**src/verilog/bus_pkg.sv**
```systemverilog
// Bus widths, host and device sets, and the fixed address map.
// The RAM window mask depends on the RAM depth, so the bus derives it.
`default_nettype none

package bus_pkg;

  localparam int unsigned BusAddrWidth = 32;
  localparam int unsigned BusDataWidth = 32;
  localparam int unsigned BusBeWidth   = BusDataWidth / 8;

  // Hosts in decreasing priority
  typedef enum logic [1:0] {
    HostTestUtil,
    HostCoreD,
    HostCoreI
  } bus_host_e;

  typedef enum logic {
    DevRam,
    DevTestUtil
  } bus_device_e;

  localparam int unsigned NrHosts   = int'(HostCoreI) + 1;
  localparam int unsigned NrDevices = int'(DevTestUtil) + 1;

  // Request from a host, or forwarded to a device
  typedef struct packed {
    logic                    req;
    logic [BusAddrWidth-1:0] addr;
    logic                    we;
    logic [BusBeWidth-1:0]   be;
    logic [BusDataWidth-1:0] wdata;
  } bus_req_t;

  // Response, valid one cycle after the grant
  typedef struct packed {
    logic                    rvalid;
    logic [BusDataWidth-1:0] rdata;
    logic                    err;
  } bus_rsp_t;

  // Address map
  localparam logic [BusAddrWidth-1:0] RamBase      = 32'h0000_0000;
  localparam logic [BusAddrWidth-1:0] TestUtilBase = 32'h0002_0000;
  // 1 kB register window
  localparam logic [BusAddrWidth-1:0] TestUtilMask = ~32'h0000_03FF;

endpackage

`default_nettype wire

```
**src/verilog/bus.sv**
```systemverilog
// Fixed-priority bus, three hosts and two devices, one access granted per cycle.
// Unmapped addresses get an error response one cycle after the grant.
// RamWords must be a power of two.
`default_nettype none
`timescale 1ns/100ps

module bus
  import bus_pkg::*;
#(
  parameter int unsigned RamWords = 16384
) (
  input  logic     clk_i,
  input  logic     reset_i,

  input  bus_req_t host_req_i [NrHosts],
  output logic     host_gnt_o [NrHosts],
  output bus_rsp_t host_rsp_o [NrHosts],

  output bus_req_t dev_req_o  [NrDevices],
  input  bus_rsp_t dev_rsp_i  [NrDevices]
);

  localparam logic [BusAddrWidth-1:0] RamMask = ~(BusAddrWidth'(RamWords * 4 - 1));

  logic                    gnt_any;
  bus_host_e               gnt_idx;
  logic [NrHosts-1:0]      gnt_vec;
  logic [BusAddrWidth-1:0] gnt_addr;
  logic                    dev_hit;
  bus_device_e             dev_idx;

  // Response steering
  logic                    rsp_pending_q;
  logic                    rsp_unmapped_q;
  bus_host_e               rsp_host_q;
  bus_device_e             rsp_dev_q;

  // Lowest index wins, so scan from the bottom of the priority order
  always_comb begin
    gnt_any = 1'b0;
    gnt_idx = HostTestUtil;
    for (int h = NrHosts - 1; h >= 0; h--) begin
      if (host_req_i[h].req) begin
        gnt_any = 1'b1;
        gnt_idx = bus_host_e'(h);
      end
    end
  end

  always_comb begin
    for (int h = 0; h < NrHosts; h++) begin
      gnt_vec[h]    = gnt_any && (gnt_idx == bus_host_e'(h));
      host_gnt_o[h] = gnt_vec[h];
    end
  end

  // Base and mask decode of the winning address
  always_comb begin
    gnt_addr = host_req_i[gnt_idx].addr;
    dev_hit  = 1'b1;
    dev_idx  = DevRam;
    if ((gnt_addr & RamMask) == RamBase) begin
      dev_idx = DevRam;
    end else if ((gnt_addr & TestUtilMask) == TestUtilBase) begin
      dev_idx = DevTestUtil;
    end else begin
      dev_hit = 1'b0;
    end
  end

  // All devices see the fields, only the selected one sees req
  always_comb begin
    for (int d = 0; d < NrDevices; d++) begin
      dev_req_o[d]     = host_req_i[gnt_idx];
      dev_req_o[d].req = gnt_any && dev_hit && (dev_idx == bus_device_e'(d));
    end
  end

  always_ff @(posedge clk_i) begin
    if (reset_i) begin
      rsp_pending_q  <= 1'b0;
      rsp_unmapped_q <= 1'b0;
      rsp_host_q     <= HostTestUtil;
      rsp_dev_q      <= DevRam;
    end else begin
      rsp_pending_q <= gnt_any;
      if (gnt_any) begin
        rsp_unmapped_q <= ~dev_hit;
        rsp_host_q     <= gnt_idx;
        rsp_dev_q      <= dev_idx;
      end
    end
  end

  // Route the device answer, or a local error, back to the granted host
  always_comb begin
    for (int h = 0; h < NrHosts; h++) begin
      host_rsp_o[h] = '0;
    end
    if (rsp_pending_q) begin
      if (rsp_unmapped_q) begin
        host_rsp_o[rsp_host_q].rvalid = 1'b1;
        host_rsp_o[rsp_host_q].err    = 1'b1;
      end else begin
        host_rsp_o[rsp_host_q] = dev_rsp_i[rsp_dev_q];
      end
    end
  end

  assert property (@(posedge clk_i) disable iff (reset_i) $onehot0(gnt_vec))
    else $error("more than one host granted");

  for (genvar h = 0; h < NrHosts; h++) begin : g_rsp_check
    assert property (@(posedge clk_i) disable iff (reset_i)
                     host_rsp_o[h].rvalid |-> $past(gnt_vec[h]))
      else $error("response to host %0d without a grant", h);
  end

endmodule

`default_nettype wire

```
**config.mk**
```make
export PLATFORM = sky130hd
export DESIGN_NAME = bus
export DESIGN_NICKNAME = d
export VERILOG_FILES = /design/src/verilog/bus_pkg.sv /design/src/verilog/bus.sv
export SDC_FILE = /design/constraint.sdc
export NUM_CORES = 1
export LEC_CHECK = 0
export BUFFER_PORTS_ARGS = -buffer_cell sky130_fd_sc_hd__clkbuf_2
export CORE_AREA = 8 8 197 199
export CTS_CLUSTER_DIAMETER = 150
export DETAILED_ROUTE_END_ITERATION = 7
export DIE_AREA = 0 0 205 207
export SLEW_MARGIN = 40
export SYNTH_ARGS = -nofsm -noshare
export SYNTH_HDL_FRONTEND = slang
export SYNTH_SLANG_ARGS = --single-unit
```
**constraint.sdc**
```tcl
create_clock -name clk_i -period 6.7 [get_ports clk_i]
set_clock_uncertainty 0.15 [all_clocks]
set_input_delay 0.335 -clock clk_i [delete_from_list [all_inputs] [get_ports clk_i]]
set_output_delay 0.335 -clock clk_i [all_outputs]
set_load 0.02 [all_outputs]
```
==> results.json <==
{
  "synth_enable_flop_cells": 0,
  "synth_compound_area_frac": 0.192,
  "synth_xor_area_frac": 0,
  "crit_path_top_delay_cell": "clkbuf_2",
  "hold_viol_final": 0,
  "slew-limit-headroom": 0.487,
  "rsz0062_at_grt": "no",
  "slew_viol_final": 0,
  "r2r_end": "rsp_dev_q$_SDFFE_PP0P_",
  "synth.avg_cell_area_um2": 6.12,
  "maxCapViolCount": 0,
  "finalWeightedCongestion": 0.883,
  "io_pins": 525,
  "synth_area_leaders": "mux2i_1 (25%), buf_4 (17%), nor2_1 (13%), nand2_1 (8.1%), o21ai_0 (5.9%)",
  "htree_levels": 1,
  "crit_path_cell_trace": "clkbuf_2, nand2b_4, inv_2, a22o_1, a211o_1, or4_1, nor4b_2, nand3_1, inv_1, clkbuf_2",
  "yosys_most_used_dff": "dfxtp_1",
  "status": "finished clean",
  "fmax_mhz": 259,
  "design.core.area_um2": 35900,
  "syn2layout_area_growth_pct": 84.5,
  "clock-sinks": 5,
  "cts_tree": "built",
  "drtIter0Drc": 225,
  "grt_pass1_wl_um": 33400,
  "synth_common_cells": "nor2_1 (106), mux2i_1 (80), buf_4 (71)",
  "clockBufferDepth": 2,
  "io_buffers": 524,
  "yosysWarnings": 0,
  "power.leakage_nw": 3.36,
  "wl_um": 23400,
  "yosys.area_share.simple": 0.292,
  "rows": 70,
  "seq_area_frac_synth": 0.0318,
  "finalPower_uw": 595,
  "tritoncts.num_buffers": 3,
  "cpMostUsedCell": "clkbuf_2",
  "critPathCaptureType": "output pin",
  "cts_root_buf": "clkbuf_16",
  "ys_ff_latch": 5,
  "die_area_um2": 42400,
  "tns_ps": 0,
  "dieHeight_um": 207,
  "synth_top_cell_area_share": 0.254,
  "r2r_slack_ps": 5340,
  "routed-via-count": 5181,
  "antenna_cells": 0,
  "dpl_cell_area_um2": 5710,
  "crit_type": "in -> out",
  "antenna_found_initial": 2,
  "yosysMostFrequentCell": "nor2_1",
  "grt_max_degree": 98,
  "postRouteAntennaNets": 0,
  "wl_met1_um": 8940,
  "track_usage": 0.100,
  "maxUsedRoutingLayer": "met5",
  "synthesis.nets": 795,
  "grt_pass1_vias": 5663,
  "max_stage_delay_ps": 580,
  "arrival_ps": 3380,
  "r2r-start": "rsp_dev_q$_SDFFE_PP0P_",
  "clk-insertion-delay-late_ps": 230,
  "drive_gt1_frac": 0.580,
  "synth.area.mux_share": 0.254,
  "cts_hold_buf": 0,
  "hp-class": "in -> reg",
  "synth_fa_ha_area_frac": 0,
  "cp_max_fo": 43,
  "grt_overflow_total": 0,
  "utilization": 0.162,
  "syn_inst": 515,
  "clkTransAtPathRegs_ps": 40,
  "yosys.area.top_type": "mux2i_1",
  "finalCriticalPeriod_ps": 3860,
  "hold_depth": 2,
  "stdcell_count": 1403,
  "finalCritPeriodShare": 0.577,
  "start_kind": "input port",
  "crit_required_ps": 6210,
  "via_per_inst": 3.69,
  "worst_pin_slew_ps": 769,
  "routed-wl-met3_um": 2110,
  "powerDensity_nw_per_um2": 102,
  "synth_cell_types": 36,
  "nets": 1216,
  "synth_top_family_by_area": "simple AND/OR/NAND/NOR gates",
  "post-place-cells": 1398,
  "wl_per_cell_um": 16.7,
  "initial_core_util": 0.0877,
  "r2r_cells": 3,
  "cts_resized": 0,
  "die_w_um": 205,
  "drc_errors": 0,
  "wl_met2_um": 12200,
  "setup_viol": 0,
  "design_area_um2": 5810,
  "async_flop_share": 0,
  "dr.pass1.iters": 4,
  "vdd.ir_drop.worst_uv": 36.7,
  "postCtsSetupRepairBufs": 0,
  "hold_path_startpoint": "reset_i",
  "hpwl_um": 21100,
  "syn_area_um2": 3150,
  "hold_path_end": "rsp_dev_q$_SDFFE_PP0P_"
}
[report_power, final]
group	total [mW]	switching (mW)	internal [mW]
logic	0.458	0.291	0.166
registers	0.0328	0.00164	0.0312
clock network	0.104	0.0250	0.0794
total	0.595	0.318	0.277
[per-stage QoR]
step | hold slack [ps] | setup slack, ps
floorplan | 254 | 3700
global placement | 407 | 2920
detailed placement | 420 | 2850
CTS | 260 | 2840
global route | 288 | 2650
finish | 233 | 2840
[sequential cells by signal, indices dropped and copies added (netlist names)]
signal	cells
rsp_unmapped_q	1
rsp_host_q	2
rsp_dev_q	1
rsp_pending_q	1
[final cells by class]
| cell class | count | area (um2) |
|---|---|---|
| Tap cell | 468 | 586 |
| Fill cell | 4170 | 30100 |
| Timing Repair Buffer | 529 | 2680 |
| Clock buffer | 4 | 78.8 |
| Sequential cell | 5 | 101 |
| Multi-Input combinational cell | 391 | 2350 |
| Inverter | 6 | 22.5 |
[cell families (layout without fill, tap and decap cells)]
logic type | count (synthesis) | in the layout
flops | 5 | 5
compound gates | 97 | 97
buf+inv | 119 | 539
mux | 80 | 80
simple gates | 214 | 214
[per-layer routing]
layer	vias up	global-route usage
met3	18	0.0262
met2	306	0.192
met4	4	0.0121
li1	2527	-
met5	-	0
met1	2326	0.111
[layout by cell type, fill, tap and decap left out, types with 4 or more instances in the layout]
cell type,count
nor2_1,106
a22oi_1,8
o21ai_0,37
clkbuf_2,524
nand2b_1,15
a32oi_1,6
o21ai_1,25
inv_1,5
dfxtp_1,4
mux2i_1,80
nand2_1,68
a221o_1,12
[worst max path at each step]
stage	startpoint	endpoint	slack (ps)	cells after the start
final	host_req_i[209]	dev_req_o[69]	2840	10
after global routing	host_req_i[209]	dev_req_o[69]	2650	10
after CTS	host_req_i[209]	dev_req_o[69]	2840	10
after detailed placement	host_req_i[209]	dev_req_o[69]	2850	10
after global placement	host_req_i[209]	dev_req_o[69]	2920	10
after floorplan	host_req_i[139]	dev_req_o[102]	3700	8
[worst max-delay path: cells and delay by family]
family	cells	cell delay (ps)
AO/OA/AOI/OAI	2	570
buffers and inverters	4	1040
AND/OR/NAND/NOR	4	1410
No activity file was read; power rests on OpenSTA's default activity.
