$ cat config.mk
export PLATFORM = sky130hd
export DESIGN_NAME = riscv_testutil
export DESIGN_NICKNAME = d
export VERILOG_FILES = /design/src/verilog/bus_pkg.sv /design/src/verilog/testutil_pkg.sv /design/src/verilog/riscv_testutil.sv
export SDC_FILE = /design/constraint.sdc
export NUM_CORES = 1
export LEC_CHECK = 0
export BUFFER_PORTS_ARGS = -buffer_cell sky130_fd_sc_hd__buf_2
export CAP_MARGIN = 20
export CORE_MARGIN = 5
export CORE_UTILIZATION = 53
export DETAILED_ROUTE_END_ITERATION = 8
export GPL_TIMING_DRIVEN = 0
export PLACE_DENSITY = 0.88
export SYNTH_ARGS = -nofsm -noshare
export SYNTH_HDL_FRONTEND = slang
export SYNTH_SLANG_ARGS = --single-unit
$ cat constraint.sdc
create_clock -name clk_i -period 4.7 [get_ports clk_i]
set_input_delay 0.235 -clock clk_i [delete_from_list [all_inputs] [get_ports clk_i]]
set_output_delay 0.235 -clock clk_i [all_outputs]
set_load 0.03 [all_outputs]
$ cat src/verilog/bus_pkg.sv
// Bus widths, host and device sets, and the fixed address map.
// The RAM window mask depends on the RAM depth, so the bus derives it.
`default_nettype none

package bus_pkg;

  localparam int unsigned BusAddrWidth = 32;
  localparam int unsigned BusDataWidth = 32;
  localparam int unsigned BusBeWidth   = BusDataWidth / 8;

  // Hosts in decreasing priority
  typedef enum logic [1:0] {
    HostTestUtil,
    HostCoreD,
    HostCoreI
  } bus_host_e;

  typedef enum logic {
    DevRam,
    DevTestUtil
  } bus_device_e;

  localparam int unsigned NrHosts   = int'(HostCoreI) + 1;
  localparam int unsigned NrDevices = int'(DevTestUtil) + 1;

  // Request from a host, or forwarded to a device
  typedef struct packed {
    logic                    req;
    logic [BusAddrWidth-1:0] addr;
    logic                    we;
    logic [BusBeWidth-1:0]   be;
    logic [BusDataWidth-1:0] wdata;
  } bus_req_t;

  // Response, valid one cycle after the grant
  typedef struct packed {
    logic                    rvalid;
    logic [BusDataWidth-1:0] rdata;
    logic                    err;
  } bus_rsp_t;

  // Address map
  localparam logic [BusAddrWidth-1:0] RamBase      = 32'h0000_0000;
  localparam logic [BusAddrWidth-1:0] TestUtilBase = 32'h0002_0000;
  // 1 kB register window
  localparam logic [BusAddrWidth-1:0] TestUtilMask = ~32'h0000_03FF;

endpackage

`default_nettype wire

$ cat src/verilog/testutil_pkg.sv
// Test utility register map and dump engine states.
// Offsets are relative to the 1 kB test utility window.
`default_nettype none

package testutil_pkg;

  localparam int unsigned RegOffsetWidth = 10;

  localparam logic [RegOffsetWidth-1:0] RegSigBegin = 10'h000;
  localparam logic [RegOffsetWidth-1:0] RegSigEnd   = 10'h004;
  localparam logic [RegOffsetWidth-1:0] RegHalt     = 10'h008;

  // Dump engine
  typedef enum logic [1:0] {
    TuIdle,   // registers only
    TuDump,   // issuing reads
    TuDrain,  // waiting for last response
    TuDone    // dump finished
  } testutil_state_e;

endpackage

`default_nettype wire

$ cat src/verilog/riscv_testutil.sv
// Register device for the signature bounds and halt, plus a read-only host.
// After a halt write it reads [SigBegin, SigEnd) word by word and streams it out.
// Register writes need all four byte enables.
`default_nettype none
`timescale 1ns/100ps

module riscv_testutil
  import bus_pkg::*;
  import testutil_pkg::*;
(
  input  logic        clk_i,
  input  logic        reset_i,

  input  bus_req_t    dev_req_i,
  output bus_rsp_t    dev_rsp_o,

  output bus_req_t    host_req_o,
  input  logic        host_gnt_i,
  input  bus_rsp_t    host_rsp_i,

  output logic        sig_valid_o,
  output logic [31:0] sig_data_o,
  output logic        halted_o
);

  testutil_state_e             state_q, state_d;
  logic [BusAddrWidth-1:0]     sig_begin_q, sig_end_q;
  logic [BusAddrWidth-1:0]     rd_addr_q, rd_addr_d;
  logic [BusAddrWidth-1:0]     dump_start;
  logic [1:0]                  outstanding_q, outstanding_d;
  logic                        host_issue;

  logic [RegOffsetWidth-1:0]   reg_offset;
  logic                        acc_err;
  logic [BusDataWidth-1:0]     acc_rdata;
  logic                        wr_en, wr_begin, wr_end, wr_halt;
  logic                        dev_rvalid_q, dev_err_q;
  logic [BusDataWidth-1:0]     dev_rdata_q;

  // Register decode
  assign reg_offset = dev_req_i.addr[RegOffsetWidth-1:0];

  always_comb begin
    acc_err   = 1'b0;
    acc_rdata = '0;
    case (reg_offset)
      RegSigBegin: acc_rdata = sig_begin_q;
      RegSigEnd:   acc_rdata = sig_end_q;
      RegHalt:     acc_rdata = {{(BusDataWidth-1){1'b0}}, halted_o};
      default:     acc_err   = 1'b1;
    endcase
    if (dev_req_i.we && !(&dev_req_i.be)) begin
      acc_err = 1'b1;
    end
  end

  assign wr_en    = dev_req_i.req && dev_req_i.we && !acc_err;
  assign wr_begin = wr_en && (reg_offset == RegSigBegin);
  assign wr_end   = wr_en && (reg_offset == RegSigEnd);
  assign wr_halt  = wr_en && (reg_offset == RegHalt);

  always_ff @(posedge clk_i) begin
    if (reset_i) begin
      sig_begin_q  <= '0;
      sig_end_q    <= '0;
      dev_rvalid_q <= 1'b0;
    end else begin
      dev_rvalid_q <= dev_req_i.req;
      if (wr_begin) sig_begin_q <= dev_req_i.wdata;
      if (wr_end)   sig_end_q   <= dev_req_i.wdata;
    end
  end

  always_ff @(posedge clk_i) begin
    if (dev_req_i.req) begin
      dev_rdata_q <= acc_rdata;
      dev_err_q   <= acc_err;
    end
  end

  assign dev_rsp_o = '{rvalid: dev_rvalid_q, rdata: dev_rdata_q, err: dev_err_q};

  // Dump engine
  assign dump_start = {sig_begin_q[BusAddrWidth-1:2], 2'b00};
  assign host_issue = host_req_o.req && host_gnt_i;

  always_comb begin
    state_d       = state_q;
    rd_addr_d     = rd_addr_q;
    outstanding_d = outstanding_q + 2'(host_issue) - 2'(host_rsp_i.rvalid);
    case (state_q)
      TuIdle: begin
        if (wr_halt) begin
          rd_addr_d = dump_start;
          // Empty region goes straight to done
          state_d   = (sig_end_q > dump_start) ? TuDump : TuDone;
        end
      end
      TuDump: begin
        if (host_issue) begin
          rd_addr_d = rd_addr_q + BusAddrWidth'(4);
          if (rd_addr_d >= sig_end_q) state_d = TuDrain;
        end
      end
      TuDrain: begin
        if (outstanding_d == '0) state_d = TuDone;
      end
      TuDone: state_d = TuDone;
    endcase
  end

  always_ff @(posedge clk_i) begin
    if (reset_i) begin
      state_q       <= TuIdle;
      rd_addr_q     <= '0;
      outstanding_q <= '0;
    end else begin
      state_q       <= state_d;
      rd_addr_q     <= rd_addr_d;
      outstanding_q <= outstanding_d;
    end
  end

  always_comb begin
    host_req_o      = '0;
    host_req_o.req  = (state_q == TuDump);
    host_req_o.addr = rd_addr_q;
    host_req_o.be   = '1;
  end

  // Each read response is one signature word
  assign sig_valid_o = host_rsp_i.rvalid;
  assign sig_data_o  = host_rsp_i.rdata;
  assign halted_o    = (state_q == TuDone);

  // Done only once every dump read has come back
  assert property (@(posedge clk_i) disable iff (reset_i)
                   (state_q == TuDone) |-> (outstanding_q == '0) && !host_rsp_i.rvalid)
    else $error("test utility done with a dump read outstanding");

endmodule

`default_nettype wire

==> metrics.md, run 1 <==
| Metric | Value |
|---|---|
| Drt via density | 5.57 |
| Chip width | 135 µm |
| Gr usage total | 27.2% |
| Ys async rst share | 0% |
| Slowest stage cell, crit path | or4b_2 |
| CTS Buffer Depth | 2 |
| DR iter-0 viols | 725 |
| Worst setup SP type | register |
| Vias in the first global route | 7766 |
| Detail Route Antenna Nets | 0 |
| Syn avg cell area | 8.33 µm² |
| Routability cong. | 0.901 |
| Final hold vios | 0 |
| Hold-critical path depth | 3 |
| Max VDD drop | 0.234 mV |
| Num rows | 45 |
| DRT Wirelength | 25200 µm |
| Design area | 0.0100 mm² |
| Worst-case headroom to the max-slew limit | 35.8% |
| Yosys reg bits | 132 |
| Worst r2r dst | state_q[1] |
| Die height | 135 µm |
| Req. time, crit path | 5010 ps |
| Final Setup Violations | 0 |
| Commonest non-fill, non-tap cells in the layout | 155 x nand2_1, 155 x buf_2, 99 x dfxtp_1 |
| Yosys top cell by area | dfxtp_1 |
| CP max FO | 9 |
| Critical path's largest stage delay | 680 ps |
| Synth top area cells | dfxtp_1 24%, edfxtp_1 12%, ha_1 9.6% |
| Initial core utilization | 54.5% |
| Vias | 7960 |
| CP cell instances | ha_1 > nand3_1 > nor3_1 > nand3_1 > xnor2_1 > ha_1 > and4_1 > nand2_1 > or4b_2 > nand4_1 > o21bai_1 > a2111oi_0 |
| Synth Instances | 1001 |
| Synth warnings | 0 |
| IO Count | 245 |
| CP Capture Type | register |
| Power Dens Cells | 271 mW/mm² |
| TritonCTS clock tree | built |
| WS Path Type | reg -> reg |
| Post-DP HPWL | 19100 µm |
| Unique masters post-synth | 56 |
| Worst-Skew Late Latency | 430 ps |
| Cts repair resizes | 0 |
| Max Slew Vio Count | 0 |
| Clock transition at path regs | 60 ps |
| IO Port Bufs | 148 |
| Crit path time final | 4140 ps |
| Placement Cell Area | 0.00948 mm² |
| Setup TNS | 0 ps |
| Number of synthesized flops with an enable pin | 33 |
| H-Tree Depth | 4 |
| Pre-antenna DRT Iters | 6 |
| Clock root cell | clkbuf_16 |
| Outcome | finished, final reports clean |
| Seq/Total Area, Yosys | 35.6% |
| Nets | 1376 |
| Critical R2R Launch | rd_addr_q[2] |
| Ant. Diodes | 0 |
| Area delta synth->final | 20.5% |
| Critical Path AT | 4450 ps |
| Setup Skew | 7.21 ps |
| DIE AREA | 0.0183 mm² |
| First-pass GRT wire length | 39200 µm |
| Post-route DRC | 0 |
| Flop2flop setup slack | 560 ps |
| Cell Area, Synth | 0.00834 mm² |
| Layout cells sized above 1 | 27.1% |
| Clock buffer count from CTS | 17 |
| Sink count of the clock tree | 132 |
| Hold/Removal Path Class | in -> reg |
| Core Area | 0.0153 mm² |
| Worst R2R Path Depth | 12 |
| Tcrit/Tclk final | 88.1% |
| Post-DR wirelength/cell | 17.7 µm |
| Hold slack | 52.1 ps |
| Setup Buffers After CTS | 0 |
| Total chip power | 2.72 mW |
| RSZ-0062 raised after global routing | false |
| Synth Flop Type | dfxtp_1 |
| Hold-critical path endpoint | sig_begin_q[27] |
| Hold Path Origin | dev_req_i[27] |
| Total grt overflow | 0 |
| Max_cap viols | 0 |
| Pin count of the biggest net entering global routing | 36 |
| Initial antenna violation count | 0 |
| Top cell type's share of synthesized area | 23.8% |
| # hold bufs at CTS | 0 |
| Leak | 4.27 nW |
| Fmax | 241 MHz |
| Least-Margin Pin Slew | 963 ps |
layout make-up:
cell class              instances  area [µm²]
plain buffers                 126         790
clock buffers                  18         439
clock inverters                14         125
fillers                      1272        5270
inverters                      71         267
multi-input cells             709        4450
flip-flops and latches        132        2970
well taps                     211         264
repair buffers                148         741
sequential cells by signal, indices dropped and copies added (netlist names):
name,cells
dev_rdata_q,32
sig_begin_q,32
sig_end_q,32
rd_addr_q,30
outstanding_q,2
state_q,2
dev_err_q,1
dev_rvalid_q,1
metrics by stage:
step                setup slack, ps  util (%)  instances
detailed placement              751      61.9       1397
CTS                             678      65.6       1429
floorplan                      1080         -       1038
finish                          557      65.6       1429
global route                    349      65.6       1429
global placement                791      61.9       1397
routing by layer:
layer	share of wire [%]	routed length (µm)	GRT usage, %	vias to the layer above
li1	-	-	-	3743
met1	38	9680	32.7	3725
met2	50	12600	46.9	411
met3	7.7	1950	4.87	81
met4	3.9	982	12.9	0
met5	0	0	0	-
cells in the mapped netlist, types with 9 or more instances:
library cell and count:
nand2_1 155, nand4_1 23, a21oi_1 90, dfxtp_1 99, buf_4 74, ha_1 64
nor3_1 14, xor2_1 9, and3_1 10, inv_1 71, a21oi_2 30, mux2i_1 32
o21ai_0 19, edfxtp_1 33, xnor2_1 21, nand3_1 25, nor2_1 56, clkbuf_1 38
o211ai_1 9, nand2_2 30
critical path, delay by kind of cell, from the launching register on:
family	cells	cell delay, ps
AO/OA/AOI/OAI	2	490
XOR/XNOR	1	190
adder cells (fa/ha/maj)	2	630
flip-flops	1	530
AND/OR/NAND/NOR	7	2170
cell families (layout without fill, tap and decap cells):
family | Yosys count | after routing | share of synthesized area, %
AND/OR/NAND/NOR | 351 | 351 | 20.0
other | 2 | 39 | 0.0901
flip-flops | 132 | 132 | 35.6
multiplexers | 32 | 32 | 3.84
buffers and inverters | 197 | 377 | 12.7
adder cells (fa/ha/maj) | 64 | 64 | 9.60
AO/OA/AOI/OAI | 193 | 193 | 15.0
XOR/XNOR | 30 | 30 | 3.15
report_power, final:
group          leakage (nW)  switching (mW)  internal [mW]
clock network         0.265           0.545          0.744
registers              1.14         0.00343           1.17
logic                  2.86           0.166         0.0860
total                  4.27           0.715           2.01
worst max path at each step:
stage / startpoint / to
CTS: rd_addr_q[10] / state_q[1]
global placement: rd_addr_q[10] / state_q[1]
global route: rd_addr_q[10] / state_q[1]
finish: rd_addr_q[2] / state_q[1]
detailed placement: rd_addr_q[10] / state_q[1]
floorplan: rd_addr_q[10] / state_q[1]
Note: power is estimated with default switching activity, not from simulation.
==> run 2: changes to the inputs <==
--- a/config.mk
+++ b/config.mk
@@ -8,10 +8,11 @@
 export BUFFER_PORTS_ARGS = -buffer_cell sky130_fd_sc_hd__buf_2
 export CAP_MARGIN = 20
 export CORE_MARGIN = 5
-export CORE_UTILIZATION = 53
+export CORE_UTILIZATION = 54
+export CTS_BUF_LIST = sky130_fd_sc_hd__clkbuf_8
 export DETAILED_ROUTE_END_ITERATION = 8
 export GPL_TIMING_DRIVEN = 0
-export PLACE_DENSITY = 0.88
+export PLACE_DENSITY = 0.89
 export SYNTH_ARGS = -nofsm -noshare
 export SYNTH_HDL_FRONTEND = slang
 export SYNTH_SLANG_ARGS = --single-unit
==> metrics.md, run 2 (synthesis gave the netlist of run 1 again) <==
| Metric | Value |
|---|---|
| Worst-case headroom to the max-slew limit | 40.9% |
| Kind of cell adding the most delay to the critical path | simple AND/OR/NAND/NOR gates |
| Clock transition at path regs | 80 ps |
| Clock buffer count from CTS | 17 |
| Clock root cell | clkbuf_8 |
| Final hold vios | 0 |
| Fin util | 64.9% |
| Chip width | 134 µm |
| Post-DR wirelength/cell | 17.5 µm |
| Die height | 134 µm |
| Power Dens Cells | 249 mW/mm² |
| Setup Skew | 9.89 ps |
| Post-DP HPWL | 18800 µm |
| Largest regs | dev_rdata_q (32), sig_begin_q (32), sig_end_q (32) |
| Sequential share of power | 47.9% |
| Total grt overflow | 0 |
| Critical path's largest stage delay | 690 ps |
| Initial antenna violation count | 0 |
| Comb pwr share | 10.3% |
| DR iter-0 viols | 770 |
| Slowest stage cell, crit path | or4b_2 |
| First-pass GRT wire length | 38400 µm |
| RSZ-0062 raised after global routing | false |
| CTS Buffer Depth | 2 |
| Switching part of the total | 25.3% |
| Area occupied by multi-input gates | 0.00445 mm² |
| Area delta synth->final | 18.3% |
| Leak | 4.24 nW |
| CP Capture Type | register |
| Worst-Skew Late Latency | 480 ps |
| Hold slack | 9.51 ps |
| Buf/Inv on CP | 0 |
| # hold bufs at CTS | 0 |
| Layout cells sized above 1 | 26.6% |
| Outcome | finished, final reports clean |
| Max Slew Vio Count | 0 |
| Cts repair resizes | 0 |
| Pre-antenna DRT Iters | 6 |
| Clock power share | 41.8% |
| Least-Margin Pin Slew | 887 ps |
| Tcrit/Tclk final | 89.5% |
| Core Area | 0.0152 mm² |
| IO Port Bufs | 148 |
| Drt via density | 5.70 |
| Fmax | 238 MHz |
| Num rows | 45 |
| Pint | 1.83 mW |
| Sink count of the clock tree | 132 |
| CP cell instances | ha_1 > nand3_1 > nor3_1 > nand3_1 > xnor2_1 > ha_1 > and4_1 > nand2_1 > or4b_2 > nand4_1 > o21bai_1 > a2111oi_0 |
| FF/Latch Area | 0.00297 mm² |
| Gr usage total | 26.6% |
| TritonCTS clock tree | built |
| Detail Route Antenna Nets | 0 |
| Nets | 1376 |
| Vias in the first global route | 7792 |
| Pin count of the biggest net entering global routing | 36 |
| Max_cap viols | 0 |
| Post-route DRC | 0 |
| Vias | 8018 |
| Initial core utilization | 54.9% |
| DIE AREA | 0.0180 mm² |
| Critical Path AT | 4540 ps |
| Worst setup SP type | register |
| Filler cells | 1301 |
| Crit path time final | 4210 ps |
| Req. time, crit path | 5040 ps |
| CP max FO | 9 |
| Setup TNS | 0 ps |
| DRT Wirelength | 24500 µm |
| Setup Buffers After CTS | 0 |
| Hold/Removal Path Class | in -> reg |
| Ant. Diodes | 0 |
| Max VDD drop | 0.283 mV |
| IO Count | 245 |
| WS Path Type | reg -> reg |
| Sw power | 0.622 mW |
| Final Setup Violations | 0 |
| H-Tree Depth | 4 |
| Commonest non-fill, non-tap cells in the layout | 155 x nand2_1, 155 x buf_2, 99 x dfxtp_1 |
| Routability cong. | 0.895 |
run 2: cell types whose count changed in the layout (fill, tap and decap cells not counted):
cell / before / now
bufinv_16: 1 / 4
clkbuf_16: 17 / 0
clkinv_4: 1 / 0
inv_6: 5 / 0
clkbuf_8: 1 / 18
inv_1: 71 / 79
inv_4: 0 / 1
clkinv_1: 2 / 0
clkinvlp_4: 4 / 0
run 2: layout make-up:
type	instances	share of cell area, %
plain buffers	126	8.00
clock buffers	18	2.51
clock inverters	14	1.64
inverters	71	2.70
multi-input cells	709	45.1
flip-flops and latches	132	30.1
well taps	188	2.38
repair buffers	148	7.51
run 2: final timing paths:
kind             startpoint  depth (start not counted)             end  slack, ps
max reg2reg    rd_addr_q[2]                         12      state_q[1]        490
max            rd_addr_q[2]                         12      state_q[1]        490
min            dev_req_i[1]                          3  sig_begin_q[1]         10
min reg2reg  sig_begin_q[1]                          2  sig_begin_q[1]        470
run 2: stage by stage:
stage	instances	power, mW	cell area [µm²]	setup slack (ps)
2_1_floorplan	1038	1.38	8480	1080
3_3_place_gp	1374	1.45	9450	803
3_5_place_dp	1374	1.45	9450	720
4_1_cts	1406	2.45	9860	618
5_1_grt	1406	2.51	9860	395
6_report	1406	2.46	9860	494
run 2: layer usage:
layer / vias to the layer above / part of all wire (%) / global-route usage, %
met3: 89 / 8.4 / 6.00
met4: 0 / 4.0 / 12.6
met1: 3787 / 39 / 31.5
li1: 3736 / - / -
met5: - / 0 / 0
met2: 406 / 49 / 45.9
run 2: power groups by stage:
stage	Sequential (mW)	Clock, mW	Combinational, mW
6_report	1.18	1.03	0.252
5_1_grt	1.18	1.07	0.266
4_1_cts	1.18	1.02	0.250
3_5_place_dp	1.20	0	0.249
3_3_place_gp	1.20	0	0.247
2_1_floorplan	1.22	0	0.158
run 2: worst min-delay path: cells and delay by family:
kind | cells | cell delay, ps
buffers and inverters | 1 | 110
and+or+nand+nor | 1 | 50
AOI/OAI and AO/OA | 1 | 50
